### src/rtl/ip_core_pkg.sv
package ip_core_pkg;

    localparam int SCAN_TICKS    = 1000;  // Cycles per column slot
    localparam int FIFO_DEPTH    = 4;
    localparam int CREDIT_W      = 3;     // Holds 0 to FIFO_DEPTH
    localparam int DIGITS        = 8;
    localparam int REFRESH_TICKS = 500;   // Cycles per displayed digit
    localparam int BEEP_HALF     = 2500;  // Half period of the tone
    localparam int BEEP_TOGGLES  = 200;   // Edges per beep, even so it ends low

    typedef logic [3:0] key_code_t;  // Row * 4 + column

    typedef enum logic {
        KEY_PRESS   = 1'b0,
        KEY_RELEASE = 1'b1
    } key_kind_t;

    typedef struct packed {
        key_code_t code;
        key_kind_t kind;
    } key_event_t;

    // Active-low segments, bit 7 is dp and stays off
    function automatic logic [7:0] seg_of(input logic [3:0] hex);
        case (hex)
            4'h0:    seg_of = 8'hc0;
            4'h1:    seg_of = 8'hf9;
            4'h2:    seg_of = 8'ha4;
            4'h3:    seg_of = 8'hb0;
            4'h4:    seg_of = 8'h99;
            4'h5:    seg_of = 8'h92;
            4'h6:    seg_of = 8'h82;
            4'h7:    seg_of = 8'hf8;
            4'h8:    seg_of = 8'h80;
            4'h9:    seg_of = 8'h90;
            4'ha:    seg_of = 8'h88;
            4'hb:    seg_of = 8'h83;
            4'hc:    seg_of = 8'hc6;
            4'hd:    seg_of = 8'ha1;
            4'he:    seg_of = 8'h86;
            default: seg_of = 8'h8e;  // F
        endcase
    endfunction

endpackage

### src/rtl/key_event_if.sv
`timescale 1ns/1ps

interface key_event_if (
    input logic sys_clk,
    input logic arst_n
);
    import ip_core_pkg::*;

    logic       valid;   // One-cycle event strobe, costs one credit
    key_event_t evt;     // Event payload, qualified by valid
    logic       credit;  // One-cycle pulse per entry leaving the queue

    // Scanner side
    modport source (
        input  sys_clk, arst_n, credit,
        output valid, evt
    );

    // Queue side
    modport sink (
        input  sys_clk, arst_n, valid, evt,
        output credit
    );

endinterface

### src/rtl/beep_driver.sv
`timescale 1ns/1ps

module beep_driver #(
    parameter int BEEP_HALF    = ip_core_pkg::BEEP_HALF,
    parameter int BEEP_TOGGLES = ip_core_pkg::BEEP_TOGGLES
) (
    input  logic sys_clk,
    input  logic arst_n,
    input  logic start,
    output logic busy,
    output logic beep
);
    localparam int HALF_W = $clog2(BEEP_HALF);
    localparam int TOG_W  = $clog2(BEEP_TOGGLES);
    localparam logic [HALF_W-1:0] HALF_MAX = HALF_W'(BEEP_HALF - 1);
    localparam logic [TOG_W-1:0]  TOG_MAX  = TOG_W'(BEEP_TOGGLES - 1);

    logic [HALF_W-1:0] half_cnt;
    logic [TOG_W-1:0]  tog_cnt;  // Half periods already finished

    always_ff @(posedge sys_clk or negedge arst_n) begin
        if (!arst_n) begin
            busy     <= 1'b0;
            beep     <= 1'b0;
            half_cnt <= '0;
            tog_cnt  <= '0;
        end else if (!busy) begin
            if (start) begin
                busy     <= 1'b1;
                beep     <= 1'b1;  // First edge opens the burst
                half_cnt <= '0;
                tog_cnt  <= '0;
            end
        end else if (half_cnt != HALF_MAX) begin
            half_cnt <= half_cnt + 1'b1;
        end else begin
            half_cnt <= '0;
            if (tog_cnt == TOG_MAX) begin
                busy <= 1'b0;  // Last half period was low
            end else begin
                beep    <= ~beep;
                tog_cnt <= tog_cnt + 1'b1;
            end
        end
    end

endmodule

### src/rtl/ip_core_top.sv
`timescale 1ns/1ps

module ip_core_top #(
    parameter int SCAN_TICKS    = ip_core_pkg::SCAN_TICKS,
    parameter int REFRESH_TICKS = ip_core_pkg::REFRESH_TICKS,
    parameter int BEEP_HALF     = ip_core_pkg::BEEP_HALF,
    parameter int BEEP_TOGGLES  = ip_core_pkg::BEEP_TOGGLES
) (
    input  logic       sys_clk,
    input  logic       arst_n,
    input  logic [3:0] row_in,
    output logic [3:0] col_out,
    output logic       beep,
    output logic [1:0] led,
    output logic [2:0] sel,
    output logic [7:0] seg
);
    import ip_core_pkg::*;

    key_event_t        head;
    logic              empty;
    logic              pop;
    logic              start;
    logic              busy;
    key_code_t         digits [DIGITS];
    logic [DIGITS-1:0] digit_en;

    key_event_if ev_if (.sys_clk(sys_clk), .arst_n(arst_n));

    keyboard_scan #(.SCAN_TICKS(SCAN_TICKS)) keyboard_scan_inst (
        .sys_clk (sys_clk),
        .arst_n  (arst_n),
        .row_in  (row_in),
        .col_out (col_out),
        .ev      (ev_if.source)
    );

    key_event_fifo key_event_fifo_inst (
        .sys_clk (sys_clk),
        .arst_n  (arst_n),
        .ev      (ev_if.sink),
        .pop     (pop),
        .empty   (empty),
        .head    (head)
    );

    key_event_ctrl key_event_ctrl_inst (
        .sys_clk  (sys_clk),
        .arst_n   (arst_n),
        .empty    (empty),
        .head     (head),
        .pop      (pop),
        .busy     (busy),
        .start    (start),
        .digits   (digits),
        .digit_en (digit_en),
        .led      (led)
    );

    seven_tube #(.REFRESH_TICKS(REFRESH_TICKS)) seven_tube_inst (
        .sys_clk  (sys_clk),
        .arst_n   (arst_n),
        .digits   (digits),
        .digit_en (digit_en),
        .sel      (sel),
        .seg      (seg)
    );

    beep_driver #(
        .BEEP_HALF    (BEEP_HALF),
        .BEEP_TOGGLES (BEEP_TOGGLES)
    ) beep_driver_inst (
        .sys_clk (sys_clk),
        .arst_n  (arst_n),
        .start   (start),
        .busy    (busy),
        .beep    (beep)
    );

endmodule

### src/rtl/key_event_ctrl.sv
`timescale 1ns/1ps

module key_event_ctrl (
    input  logic                    sys_clk,
    input  logic                    arst_n,
    input  logic                    empty,
    input  ip_core_pkg::key_event_t head,
    output logic                    pop,
    input  logic                    busy,
    output logic                    start,
    output ip_core_pkg::key_code_t  digits [ip_core_pkg::DIGITS],
    output logic [ip_core_pkg::DIGITS-1:0] digit_en,
    output logic [1:0]              led
);
    import ip_core_pkg::*;

    logic is_press;

    assign is_press = (head.kind == KEY_PRESS);

    // Releases drain at once, presses wait for the tone to finish
    assign pop = !empty && (!is_press || (!busy && !start));

    always_ff @(posedge sys_clk or negedge arst_n) begin
        if (!arst_n) begin
            start    <= 1'b0;
            digit_en <= '0;
            led      <= 2'b00;
        end else begin
            start <= pop && is_press;
            if (pop && is_press) begin
                digit_en <= {digit_en[DIGITS-2:0], 1'b1};
                led[0]   <= 1'b1;  // Key down
            end else if (pop) begin
                led[0] <= 1'b0;
                led[1] <= ~led[1];  // Flips on every release
            end
        end
    end

    // Newest code at digit 0
    always_ff @(posedge sys_clk) begin
        if (pop && is_press) begin
            digits[0] <= head.code;
            for (int i = 1; i < DIGITS; i++) begin
                digits[i] <= digits[i-1];
            end
        end
    end

endmodule

### src/rtl/key_event_fifo.sv
`timescale 1ns/1ps

module key_event_fifo (
    input  logic                   sys_clk,
    input  logic                   arst_n,
    key_event_if.sink              ev,
    input  logic                   pop,
    output logic                   empty,
    output ip_core_pkg::key_event_t head
);
    import ip_core_pkg::*;

    localparam int PTR_W = $clog2(FIFO_DEPTH);

    key_event_t   mem [FIFO_DEPTH];
    logic [PTR_W:0] wr_ptr;  // Extra bit tells full from empty
    logic [PTR_W:0] rd_ptr;
    logic [PTR_W:0] fill;

    assign fill  = wr_ptr - rd_ptr;
    assign empty = (fill == '0);
    assign head  = mem[rd_ptr[PTR_W-1:0]];

    // No full check, the scanner never writes without a credit
    always_ff @(posedge sys_clk) begin
        if (ev.valid) begin
            mem[wr_ptr[PTR_W-1:0]] <= ev.evt;
        end
    end

    always_ff @(posedge sys_clk or negedge arst_n) begin
        if (!arst_n) begin
            wr_ptr <= '0;
        end else if (ev.valid) begin
            wr_ptr <= wr_ptr + 1'b1;
        end
    end

    always_ff @(posedge sys_clk or negedge arst_n) begin
        if (!arst_n) begin
            rd_ptr    <= '0;
            ev.credit <= 1'b0;
        end else begin
            ev.credit <= pop;  // Slot freed, hand the credit back
            if (pop) begin
                rd_ptr <= rd_ptr + 1'b1;
            end
        end
    end

endmodule

### src/rtl/keyboard_scan.sv
`timescale 1ns/1ps

module keyboard_scan #(
    parameter int SCAN_TICKS = ip_core_pkg::SCAN_TICKS
) (
    input  logic       sys_clk,
    input  logic       arst_n,
    input  logic [3:0] row_in,
    output logic [3:0] col_out,
    key_event_if.source ev
);
    import ip_core_pkg::*;

    localparam int TICK_W = $clog2(SCAN_TICKS);
    localparam logic [TICK_W-1:0] TICK_MAX = TICK_W'(SCAN_TICKS - 1);

    logic [TICK_W-1:0]   tick;
    logic [1:0]          col_idx;
    logic [3:0]          row_meta;
    logic [3:0]          row_sync;
    logic                slot_end;
    logic                row_hit;
    logic [1:0]          row_idx;
    key_code_t           code_now;
    logic                cand_valid;   // A key is under debounce or held
    key_code_t           cand_code;
    logic                held;
    logic [1:0]          stable_cnt;   // Consecutive matching sightings
    logic                pending;
    key_event_t          pend_evt;
    logic [CREDIT_W-1:0] credits;

    assign col_out  = ~(4'b0001 << col_idx);  // Single low bit walks the columns
    assign slot_end = (tick == TICK_MAX) && !pending;
    assign code_now = {row_idx, col_idx};

    // Lowest pressed row wins
    always_comb begin
        row_hit = 1'b0;
        row_idx = 2'd0;
        for (int i = 3; i >= 0; i--) begin
            if (!row_sync[i]) begin
                row_hit = 1'b1;
                row_idx = 2'(i);
            end
        end
    end

    always_ff @(posedge sys_clk or negedge arst_n) begin
        if (!arst_n) begin
            row_meta <= 4'hf;
            row_sync <= 4'hf;
        end else begin
            row_meta <= row_in;  // Rows come from the keypad, not this clock
            row_sync <= row_meta;
        end
    end

    always_ff @(posedge sys_clk or negedge arst_n) begin
        if (!arst_n) begin
            tick    <= '0;
            col_idx <= 2'd0;
        end else if (!pending) begin  // Hold the scan until the event leaves
            if (tick == TICK_MAX) begin
                tick    <= '0;
                col_idx <= col_idx + 2'd1;
            end else begin
                tick <= tick + 1'b1;
            end
        end
    end

    // First sighting plus two full scans confirms a change
    always_ff @(posedge sys_clk or negedge arst_n) begin
        if (!arst_n) begin
            cand_valid <= 1'b0;
            cand_code  <= '0;
            held       <= 1'b0;
            stable_cnt <= 2'd0;
            pending    <= 1'b0;
            pend_evt   <= '0;
        end else begin
            if (ev.valid) begin
                pending <= 1'b0;
            end
            if (slot_end && !held) begin
                if (row_hit && cand_valid && cand_code == code_now) begin
                    if (stable_cnt == 2'd2) begin
                        held          <= 1'b1;
                        stable_cnt    <= 2'd0;
                        pending       <= 1'b1;
                        pend_evt.code <= code_now;
                        pend_evt.kind <= KEY_PRESS;
                    end else begin
                        stable_cnt <= stable_cnt + 2'd1;
                    end
                end else if (row_hit) begin
                    cand_valid <= 1'b1;  // New candidate restarts debounce
                    cand_code  <= code_now;
                    stable_cnt <= 2'd1;
                end else if (cand_valid && cand_code[1:0] == col_idx) begin
                    cand_valid <= 1'b0;  // Bounced away
                    stable_cnt <= 2'd0;
                end
            end else if (slot_end && col_idx == cand_code[1:0]) begin
                if (row_sync[cand_code[3:2]]) begin
                    if (stable_cnt == 2'd2) begin
                        held          <= 1'b0;
                        cand_valid    <= 1'b0;
                        stable_cnt    <= 2'd0;
                        pending       <= 1'b1;
                        pend_evt.code <= cand_code;
                        pend_evt.kind <= KEY_RELEASE;
                    end else begin
                        stable_cnt <= stable_cnt + 2'd1;
                    end
                end else begin
                    stable_cnt <= 2'd0;  // Still held
                end
            end
        end
    end

    assign ev.valid = pending && (credits != '0);
    assign ev.evt   = pend_evt;

    always_ff @(posedge sys_clk or negedge arst_n) begin
        if (!arst_n) begin
            credits <= CREDIT_W'(FIFO_DEPTH);  // Whole queue is free
        end else if (ev.valid && !ev.credit) begin
            credits <= credits - 1'b1;
        end else if (!ev.valid && ev.credit) begin
            credits <= credits + 1'b1;
        end
    end

endmodule

### src/rtl/seven_tube.sv
`timescale 1ns/1ps

module seven_tube #(
    parameter int REFRESH_TICKS = ip_core_pkg::REFRESH_TICKS
) (
    input  logic                          sys_clk,
    input  logic                          arst_n,
    input  ip_core_pkg::key_code_t        digits [ip_core_pkg::DIGITS],
    input  logic [ip_core_pkg::DIGITS-1:0] digit_en,
    output logic [2:0]                    sel,
    output logic [7:0]                    seg
);
    import ip_core_pkg::*;

    localparam int CNT_W = $clog2(REFRESH_TICKS);
    localparam logic [CNT_W-1:0] CNT_MAX = CNT_W'(REFRESH_TICKS - 1);

    logic [CNT_W-1:0] refresh_cnt;

    always_ff @(posedge sys_clk or negedge arst_n) begin
        if (!arst_n) begin
            refresh_cnt <= '0;
            sel         <= 3'd0;
        end else if (refresh_cnt == CNT_MAX) begin
            refresh_cnt <= '0;
            sel         <= sel + 3'd1;  // Next digit, wraps after 7
        end else begin
            refresh_cnt <= refresh_cnt + 1'b1;
        end
    end

    // Unwritten digits stay dark
    always_comb begin
        if (digit_en[sel]) begin
            seg = seg_of(digits[sel]);
        end else begin
            seg = 8'hff;
        end
    end

endmodule

### config.mk
export PLATFORM = sky130hd
export DESIGN_NAME = ip_core_top
export DESIGN_NICKNAME = d
export VERILOG_FILES = /design/src/rtl/ip_core_pkg.sv /design/src/rtl/key_event_if.sv /design/src/rtl/beep_driver.sv /design/src/rtl/ip_core_top.sv /design/src/rtl/key_event_ctrl.sv /design/src/rtl/key_event_fifo.sv /design/src/rtl/keyboard_scan.sv /design/src/rtl/seven_tube.sv
export SDC_FILE = /design/constraint.sdc
export NUM_CORES = 1
export LEC_CHECK = 0
export ABC_AREA = 1
export BUFFER_PORTS_ARGS = -buffer_cell sky130_fd_sc_hd__buf_2
export CAP_MARGIN = 20
export CORE_MARGIN = 3
export CORE_UTILIZATION = 45
export DETAILED_ROUTE_END_ITERATION = 8
export GPL_ROUTABILITY_DRIVEN = 0
export HOLD_SLACK_MARGIN = 0.15
export SETUP_SLACK_MARGIN = 0.1
export SLEW_MARGIN = 20
export SYNTH_ARGS = -nofsm -noshare
export SYNTH_HDL_FRONTEND = slang
export SYNTH_HIERARCHICAL = 1
export SYNTH_SLANG_ARGS = --single-unit
### constraint.sdc
create_clock -name sys_clk -period 2.35 [get_ports sys_clk]
set_input_delay 0.47 -clock sys_clk [delete_from_list [all_inputs] [get_ports sys_clk]]
set_output_delay 0.47 -clock sys_clk [all_outputs]
set_load 0.1 [all_outputs]
== Yosys cells after proc, flatten, opt, wreduce, memory -nomap -nowiden ==
Memories as Yosys holds them, arrays and structs flattened.
Cells that the tools add are included.
Cells by class
  $add $sub $neg: 12
  magnitude comparators: 3
  eq/ne operators: 14
  shifts and indexed selects: 1
  muxes and demuxes: 68
  bitwise gates (word level): 8
  reduce and logical (&&, ||, !) cells: 35
Operators by type and width (number)
  8-bit two-way mux: 5
  12-bit two-way mux: 3
  1-bit two-way mux: 34
  5-bit two-way mux: 6
  2-bit two-way mux: 11
  12-bit by 1-bit adder with 12-bit output (second input constant): 1
  3-bit by 1-bit adder with 3-bit output (second input constant): 4
  4-bit binary-select mux with 3-bit select: 1
  1-bit logical AND: 12
  12-bit inequality test (second input constant): 1
  2-bit nonzero test: 6
  10-bit by 1-bit adder with 10-bit output (second input constant): 1
  10-bit equality test (second input constant): 1
  10-bit two-way mux: 1
  9-bit by 1-bit adder with 9-bit output (second input constant): 1
  9-bit equality test (second input constant): 1
  9-bit two-way mux: 1
  8-bit by 1-bit adder with 8-bit output (second input constant): 1
  8-bit equality test (second input constant): 1
  4-bit two-way mux: 2
  2-bit inequality test (second input constant): 4
  1-bit logical NOT: 7
  3-bit two-way mux: 2
  1-bit NOT: 6
  23 further kinds: 28
Word-level totals
  register bits: 121
  memory bits (writable): 20
  bits in read-only memories: 112
  output and inout bits: 18
  word-level logic and storage cells: 176
  memories: 2
Memories
  (no name shown): words 16, bits a word 7, read ports 1, clocked after Yosys merged registers in 0, wr ports 0, line ip_core_pkg.sv:25  | case (hex)
  key_event_fifo_inst.mem: words 4, bits a word 5, read ports 1, clocked after Yosys merged registers in 0, wr ports 1, line key_event_fifo.sv:15  | key_event_t mem [FIFO_DEPTH];

== Longest topological paths before layout ==
Gate-level depths: netlist (run 1).
  depth in word-level cells: 8
  depth in mapped cells: 14
  mapped depth without buffers: 14

== Cells and area by module ==
Netlist (run 1), hierarchy kept.
Modules (own cells, without submodules)
  keyboard_scan: instances 1, cells each 237, area each 1973.1 µm², seq. area each 937.1 µm²
  key_event_ctrl: instances 1, cells each 79, area each 1416.4 µm², seq. area each 1236.2 µm²
  seven_tube: instances 1, cells each 225, area each 1350.0 µm², seq. area each 300.3 µm²
  beep_driver: instances 1, cells each 179, area each 1346.3 µm², seq. area each 550.5 µm²
  key_event_fifo: instances 1, cells each 99, area each 1176.1 µm², seq. area each 775.7 µm²

== Worst setup path before layout (run 1) ==
Ideal clock, no wire load.
  path type: reg2out
  start: register seven_tube_inst.sel[0]
  end: output port seg[3]
  arrival: 2.903 ns
  data required time: 1.880 ns
  path slack: -1.023 ns
  stages on the path, launching flop included: 12
  buffers on the path: 1
  path through: dfrtp_1 > buf_4 > nand2_1 > nand3_1 > nand2_1 > o21ai_2 > inv_1 > ha_1 > nand3_1 > nand2_1 > nand2_1 > nand3_1
On the way
  word-level cells in the longest chain between the ends: 6
  elaborated cells between the ends (all ways): 8
  classes of those cells: 6 x mux; 1 x bitwise; 1 x memory
Ends and longest elaborated chain
  start: declaration: line seven_tube.sv:10  | output logic [2:0] sel,
  start signal: assignment: line seven_tube.sv:26  | sel <= sel + 3'd1;
  3-bit NOT with 4-bit output (implied by the code): line seven_tube.sv:35  | seg = seg_of(digits[sel]);
  4-bit binary-select mux with 3-bit select: line seven_tube.sv:35
  4-bit two-way mux (implied by the code) (2 in series): line seven_tube.sv:35
  memory 16 x 7 bit
  8-bit two-way mux *: line seven_tube.sv:34  | if (digit_en[sel]) begin
  end: declaration: line ip_core_top.sv:16  | output logic [7:0] seg
Mark *: on every way between the ends. The rest lies on a longest branch, timed or not. The select of a mux whose other input is x is not followed.

== Worst setup path after layout (run 1) ==
  start: register seven_tube_inst.sel[0]
  end: output port seg[0]
The elaborated chain is that of the path after synthesis.

==> impl_metrics.tcl, run 1 <==
set metrics [dict create \
    port_buffers 22 \
    initial_core_util_pct 46.9 \
    irDropWorstVdd_v 0.000499 \
    powerDensity_nw_per_um2 599 \
    whs_ns 0.355 \
    leakagePower_nw 3.92 \
    r2r_cells 9 \
    wl_per_cell_microns 12.9 \
    cp.arrival_ns 2.27 \
    cts.htree.levels 4 \
    dp_hpwl_microns 9850 \
    timing.rr.start "key_event_fifo_inst/wr_ptr[1]" \
    period_share_pct 117 \
    grt_pass1_vias 5365 \
    synth_area_sq_um 7260 \
    dieArea_sq_um 17700 \
    yosysWarnings 6 \
    cp_max_fo 6 \
    synth_nets 849 \
    row_count 45 \
    rrSetupSlack_ns 0.31 \
    placed_area_sq_um 7960 \
    finalMaxSlewViolations 0 \
    drive_above_1_share_pct 23.0 \
    coreArea_sq_um 15500 \
    antenna_cells 0 \
    worstHoldEndpoint "keyboard_scan_inst/row_sync[3]" \
    cts_sinks 141 \
    syn_area_per_cell_sq_um 8.87 \
    overflow 0 \
    nets 912 \
    yosys.cell_types.count 41 \
    die_width_microns 133 \
    antenna_found_initial 0 \
    cap_violations 0 \
    total_power_mw 5.34 \
    postLayoutCellArea_sq_um 8910 \
    fp.dieH_microns 133 \
    end_kind "output pin" \
    viasPerCell 4.96 \
    multi_input_area_sq_um 3280 \
    grt_pass1_wl_microns 24200 \
    fmax_mhz 365 \
    outcome "finished with violations" \
    drt_iter0_drc 260 \
    grt_max_degree 35 \
    rsz0062_at_grt "true" \
    grt_use_total_pct 16.5 \
    area_growth_pct 22.7 \
    vias 5487 \
    drc 0 \
    regArea_sq_um 3810 \
    setup_slack_ns -0.391 \
    clk_latency_ns 0.41 \
    pin_count 24 \
    path_class "reg2out" \
    cts_tree "done" \
    layout_commonest_cell "nand2_1" \
    min-delay-path-class "reg2reg" \
    cts_root_buf "clkbuf_16" \
    antenna_left 0 \
    start_kind "flop" \
    wl_microns 14200 \
    syn_inst 819 \
    clockBufferDepth 2 \
    min_path_cells 0 \
    synth_seq_cells 141 \
    violations "negative setup slack" \
    final_cell_mix "nand2_1 (233), inv_1 (94), dfrtp_1 (76)" \
    dr.pass1.iters 4 \
    fillers 1307 \
    setup-violations-final 7 \
    fin_tns_setup_ns -2.59 \
    cts_buffers 17 \
    hp-start "keyboard_scan_inst/row_meta[3]" \
    hold_violations 0 \
    required_ns 1.88 \
    ys_seq_area_share_pct 52.3 \
    fin_skew_ns 0.00745 \
    clk_pin_slew_worst_paths_ns 0.06 \
    r2r_end "key_event_ctrl_inst/digits[8]" \
    finalCriticalPeriod_ns 2.74 \
]
registers in the layout (all words and copies together) (netlist names), 4 cells and up:
signal	cells
keyboard_scan_inst/ev.evt	5
keyboard_scan_inst/tick	10
beep_driver_inst/tog_cnt	8
beep_driver_inst/half_cnt	12
seven_tube_inst/refresh_cnt	9
keyboard_scan_inst/row_meta	4
keyboard_scan_inst/cand_code	4
key_event_fifo_inst/mem	20
key_event_ctrl_inst/digits	32
key_event_ctrl_inst/digit_en	8
keyboard_scan_inst/row_sync	4
cell families after synthesis:
kind of cell | count (synthesis) | share of synthesized area [%]
AND/OR/NAND/NOR | 440 | 28.7
buffers and inverters | 121 | 6.93
AO/OA/AOI/OAI | 76 | 5.79
flip-flops | 141 | 52.3
other | 1 | 0.0516
XOR/XNOR | 16 | 1.93
adder cells (fa/ha/maj) | 24 | 4.24
cell usage after synthesis (all sizes together):
cell type / n / area share [%]
nand4: 10 / 0.86
o21ai: 40 / 2.9
nor4: 1 / 0.086
dfstp: 9 / 3.3
nor3: 9 / 0.69
nand3b: 2 / 0.21
clkbuf: 1 / 0.069
inv: 112 / 5.9
xnor2: 5 / 0.60
dfrtp: 80 / 28
ha: 23 / 4.0
nor2: 69 / 4.8
or2: 2 / 0.17
buf: 8 / 1.0
nand3: 81 / 7.1
a21oi: 21 / 1.6
o211ai: 1 / 0.10
fa: 1 / 0.28
o22ai: 11 / 0.95
edfxtp: 52 / 22
conb: 1 / 0.052
xor2: 11 / 1.3
nor3b: 2 / 0.21
o21bai: 1 / 0.16
a31oi: 2 / 0.17
nand2: 264 / 15
through the flow:
step                std cells  util, %  setup WS, ns
CTS                      1100     56.0        -0.378
global route             1106     57.6        -0.497
global placement         1061     51.4        0.0132
detailed placement       1061     51.4       -0.0351
finish                   1106     57.6        -0.391
floorplan                 819        -        -0.132
what timing repair did:
item	CTS	global route
hold buffers	5	0
pin swaps	10	13
setup endpoints to repair	7	26
hold endpoints to repair	35	0
cloned	1	0
buffers inserted	1	6
gates resized for setup	11	46
power breakdown:
part | total, mW | internal (mW) | switching (mW)
Clock | 2.72 | 1.64 | 1.07
Sequential | 2.55 | 2.55 | 0.00462
Combinational | 0.0713 | 0.0191 | 0.0522
cell type report:
cell class / count / share of cell area [%]
multi-input cells: 557 / 36.7
repair buffers: 53 / 5.71
clock inverters: 14 / 1.78
inverters: 112 / 5.00
flip-flops and latches: 141 / 42.7
well taps: 211 / 2.96
clock buffers: 18 / 5.05
layer usage:
layer  wire length (microns)  vias to the layer above  track usage (%)
li1                        -                     2778                -
met3                     430                       15             4.22
met2                    7130                       83             28.4
met5                       0                        -                0
met1                    6450                     2611             20.3
met4                     214                        0             5.14
worst max-delay path, cell delays in order (launching register included):
cell     delay (ns)
dfrtp_4        0.52
inv_8          0.08
buf_6          0.11
nand2_1        0.06
nand3_1        0.10
nand3_2        0.12
nand2_4        0.12
inv_4          0.06
ha_4           0.18
nand3_2        0.10
nor2_4         0.04
nor2_4         0.14
nand2_4        0.07
buf_12         0.16
how the worst max path moves through the flow:
| stage | start | endpoint | slack (ns) | depth (start not counted) |
|---|---|---|---|---|
| finish | seven_tube_inst/sel[0] | seg[0] | -0.39 | 13 |
| global route | seven_tube_inst/sel[0] | seg[5] | -0.50 | 13 |
| detailed placement | seven_tube_inst/sel[0] | seg[5] | -0.04 | 13 |
| global placement | seven_tube_inst/sel[0] | seg[1] | 0.01 | 12 |
| floorplan | seven_tube_inst/sel[0] | seg[0] | -0.13 | 13 |
| CTS | seven_tube_inst/sel[0] | seg[1] | -0.38 | 12 |
Note: power is estimated with default switching activity, not from simulation.
==> run 2: changes to the inputs <==
CORE_ASPECT_RATIO = 1.1   (was not set)
==> impl_metrics.tcl, run 2 (synthesis results as in run 1) <==
set metrics [dict create \
    outcome "finished with violations" \
    violations "negative setup slack" \
    start_kind "flop" \
    fin_skew_ns 0.00861 \
    drive_above_1_share_pct 21.8 \
    layout_commonest_cell "nand2_1" \
    clkPwrFrac_pct 50.3 \
    nets 904 \
    total_power_mw 5.28 \
    largest_reg_flops 32 \
    grt_pass1_wl_microns 25300 \
    min-delay-path-class "reg2reg" \
    r2r_end "key_event_ctrl_inst/digits[15]" \
    area_growth_pct 21.0 \
    cts_tree "done" \
    finalMaxSlewViolations 0 \
    endpoint "seg[3]" \
    dr.pass1.iters 5 \
    antenna_cells 0 \
    port_buffers 22 \
    coreArea_sq_um 15700 \
    irDropWorstVdd_v 0.000532 \
    drt_iter0_drc 420 \
    overflow 0 \
    path_class "reg2out" \
    clockBufferDepth 2 \
    cts_root_buf "clkbuf_16" \
    clk_pin_slew_worst_paths_ns 0.06 \
    cp.arrival_ns 2.32 \
    finalCriticalPeriod_ns 2.79 \
    rsz0062_at_grt "true" \
    layout.cells.non_filler 1087 \
    antenna_left 0 \
    place_ws_ns -0.00528 \
    final_cell_mix "nand2_1 (237), inv_1 (94), dfrtp_1 (76)" \
    dieArea_sq_um 17700 \
    placed_area_sq_um 7950 \
    cap_violations 0 \
    cts_sinks 141 \
    setup_slack_ns -0.445 \
    dp_hpwl_microns 9980 \
    die_width_microns 127 \
    power_switching_mw 1.14 \
    pin_count 24 \
    fin_tns_setup_ns -2.91 \
    wl_microns 14300 \
    antenna_found_initial 0 \
    fp.dieH_microns 139 \
    postCtsSetupBuffers 0 \
    viasPerCell 5.03 \
    placedCellCount 1048 \
    period_share_pct 119 \
    end_kind "output pin" \
    setup-violations-final 7 \
    fmax_mhz 358 \
    powerDensity_nw_per_um2 601 \
    wl_per_cell_microns 13.2 \
    hold_violations 0 \
    leakagePower_nw 3.87 \
    initial_core_util_pct 46.2 \
    vias 5473 \
    hp-start "keyboard_scan_inst/row_meta[3]" \
    intPower_mw 4.14 \
    seqPwrFrac_pct 48.4 \
    cts.htree.levels 4 \
    rrSetupSlack_ns 0.30 \
    whs_ns 0.355 \
    required_ns 1.88 \
    cp-startpoint "seven_tube_inst/sel[0]" \
    cts_buffers 17 \
    drc 0 \
    largest-register "key_event_ctrl_inst/digits" \
    timing.rr.start "key_event_fifo_inst/wr_ptr[1]" \
    grt_use_total_pct 17.4 \
    grt_max_degree 62 \
    utilization_pct 55.8 \
    r2r_cells 9 \
    row_count 48 \
    clk_latency_ns 0.42 \
    cp_max_fo 5 \
    grt_pass1_vias 5543 \
    postLayoutCellArea_sq_um 8790 \
    switching_share_pct 21.5 \
    p_comb_share_pct 1.3 \
]
run 2: cell count changes in the layout (fill, tap and decap cells not counted), moves of 2 or more:
cell        before  now
inv_2           11   13
clkinvlp_4       6    4
buf_4           20   11
nand3_4         11    9
nor2_2           9   13
nor2_4          11    8
nand2_1        233  237
inv_8            2    0
inv_6            3    6
nand2_2         14   11
nand3_1         52   54
run 2: worst min-delay path by stage:
stage | endpoint | slack, ns | depth (start not counted)
after global placement | keyboard_scan_inst/row_sync[1] | 0.35 | 0
after CTS | keyboard_scan_inst/row_sync[3] | 0.36 | 0
final | keyboard_scan_inst/row_sync[3] | 0.35 | 0
after global routing | keyboard_scan_inst/row_sync[0] | 0.36 | 0
after detailed placement | keyboard_scan_inst/row_sync[3] | 0.35 | 0
after floorplan | beep_driver_inst/beep | 0.17 | 0
run 2: cell type report:
cell class                 instances  area [sq um]
timing repair inverter             1          3.75
tap                              200           250
fill                            1375          6950
timing repair buffer              44           473
sequential                       141          3810
clock buffer                      17           425
inverter                         112           439
clock inverter                    15           163
multi-input combinational        557          3220
run 2: routing by layer:
| layer | GRT usage [%] | part of all wire, % | vias to the layer above |
|---|---|---|---|
| li1 | - | - | 2752 |
| met2 | 28.8 | 50 | 125 |
| met3 | 4.41 | 3.4 | 38 |
| met4 | 8.75 | 3.2 | 0 |
| met5 | 0 | 0 | - |
| met1 | 21.1 | 44 | 2558 |
run 2: repair_timing:
| item | in CTS | in global routing |
|---|---|---|
| hold buffers | 5 | 0 |
| cloned | 2 | 0 |
| endpoints found under the hold margin | 32 | 0 |
| endpoints found under the setup margin | 7 | 8 |
| pin swaps | 21 | 5 |
| gates resized for setup | 35 | 8 |
run 2: worst max-delay path, cell delays in order, from the launching register on:
cell     delay (ns)
dfrtp_4        0.55
buf_12         0.16
nor2_4         0.08
nor2_2         0.05
nand2_1        0.08
nand3_2        0.08
o21ai_4        0.13
inv_2          0.10
ha_4           0.18
nand3_4        0.10
nand2_2        0.06
nand2_2        0.08
nand3_4        0.07
buf_12         0.17
run 2: power by group through the flow:
| stage | Sequential [mW] | Combinational [mW] | Clock, mW |
|---|---|---|---|
| after detailed placement | 2.60 | 0.0643 | 0 |
| after floorplan | 2.60 | 0.0228 | 0 |
| final | 2.55 | 0.0692 | 2.66 |
| after global placement | 2.60 | 0.0638 | 0 |
| after CTS | 2.55 | 0.0711 | 2.74 |
| after global routing | 2.55 | 0.0786 | 2.87 |
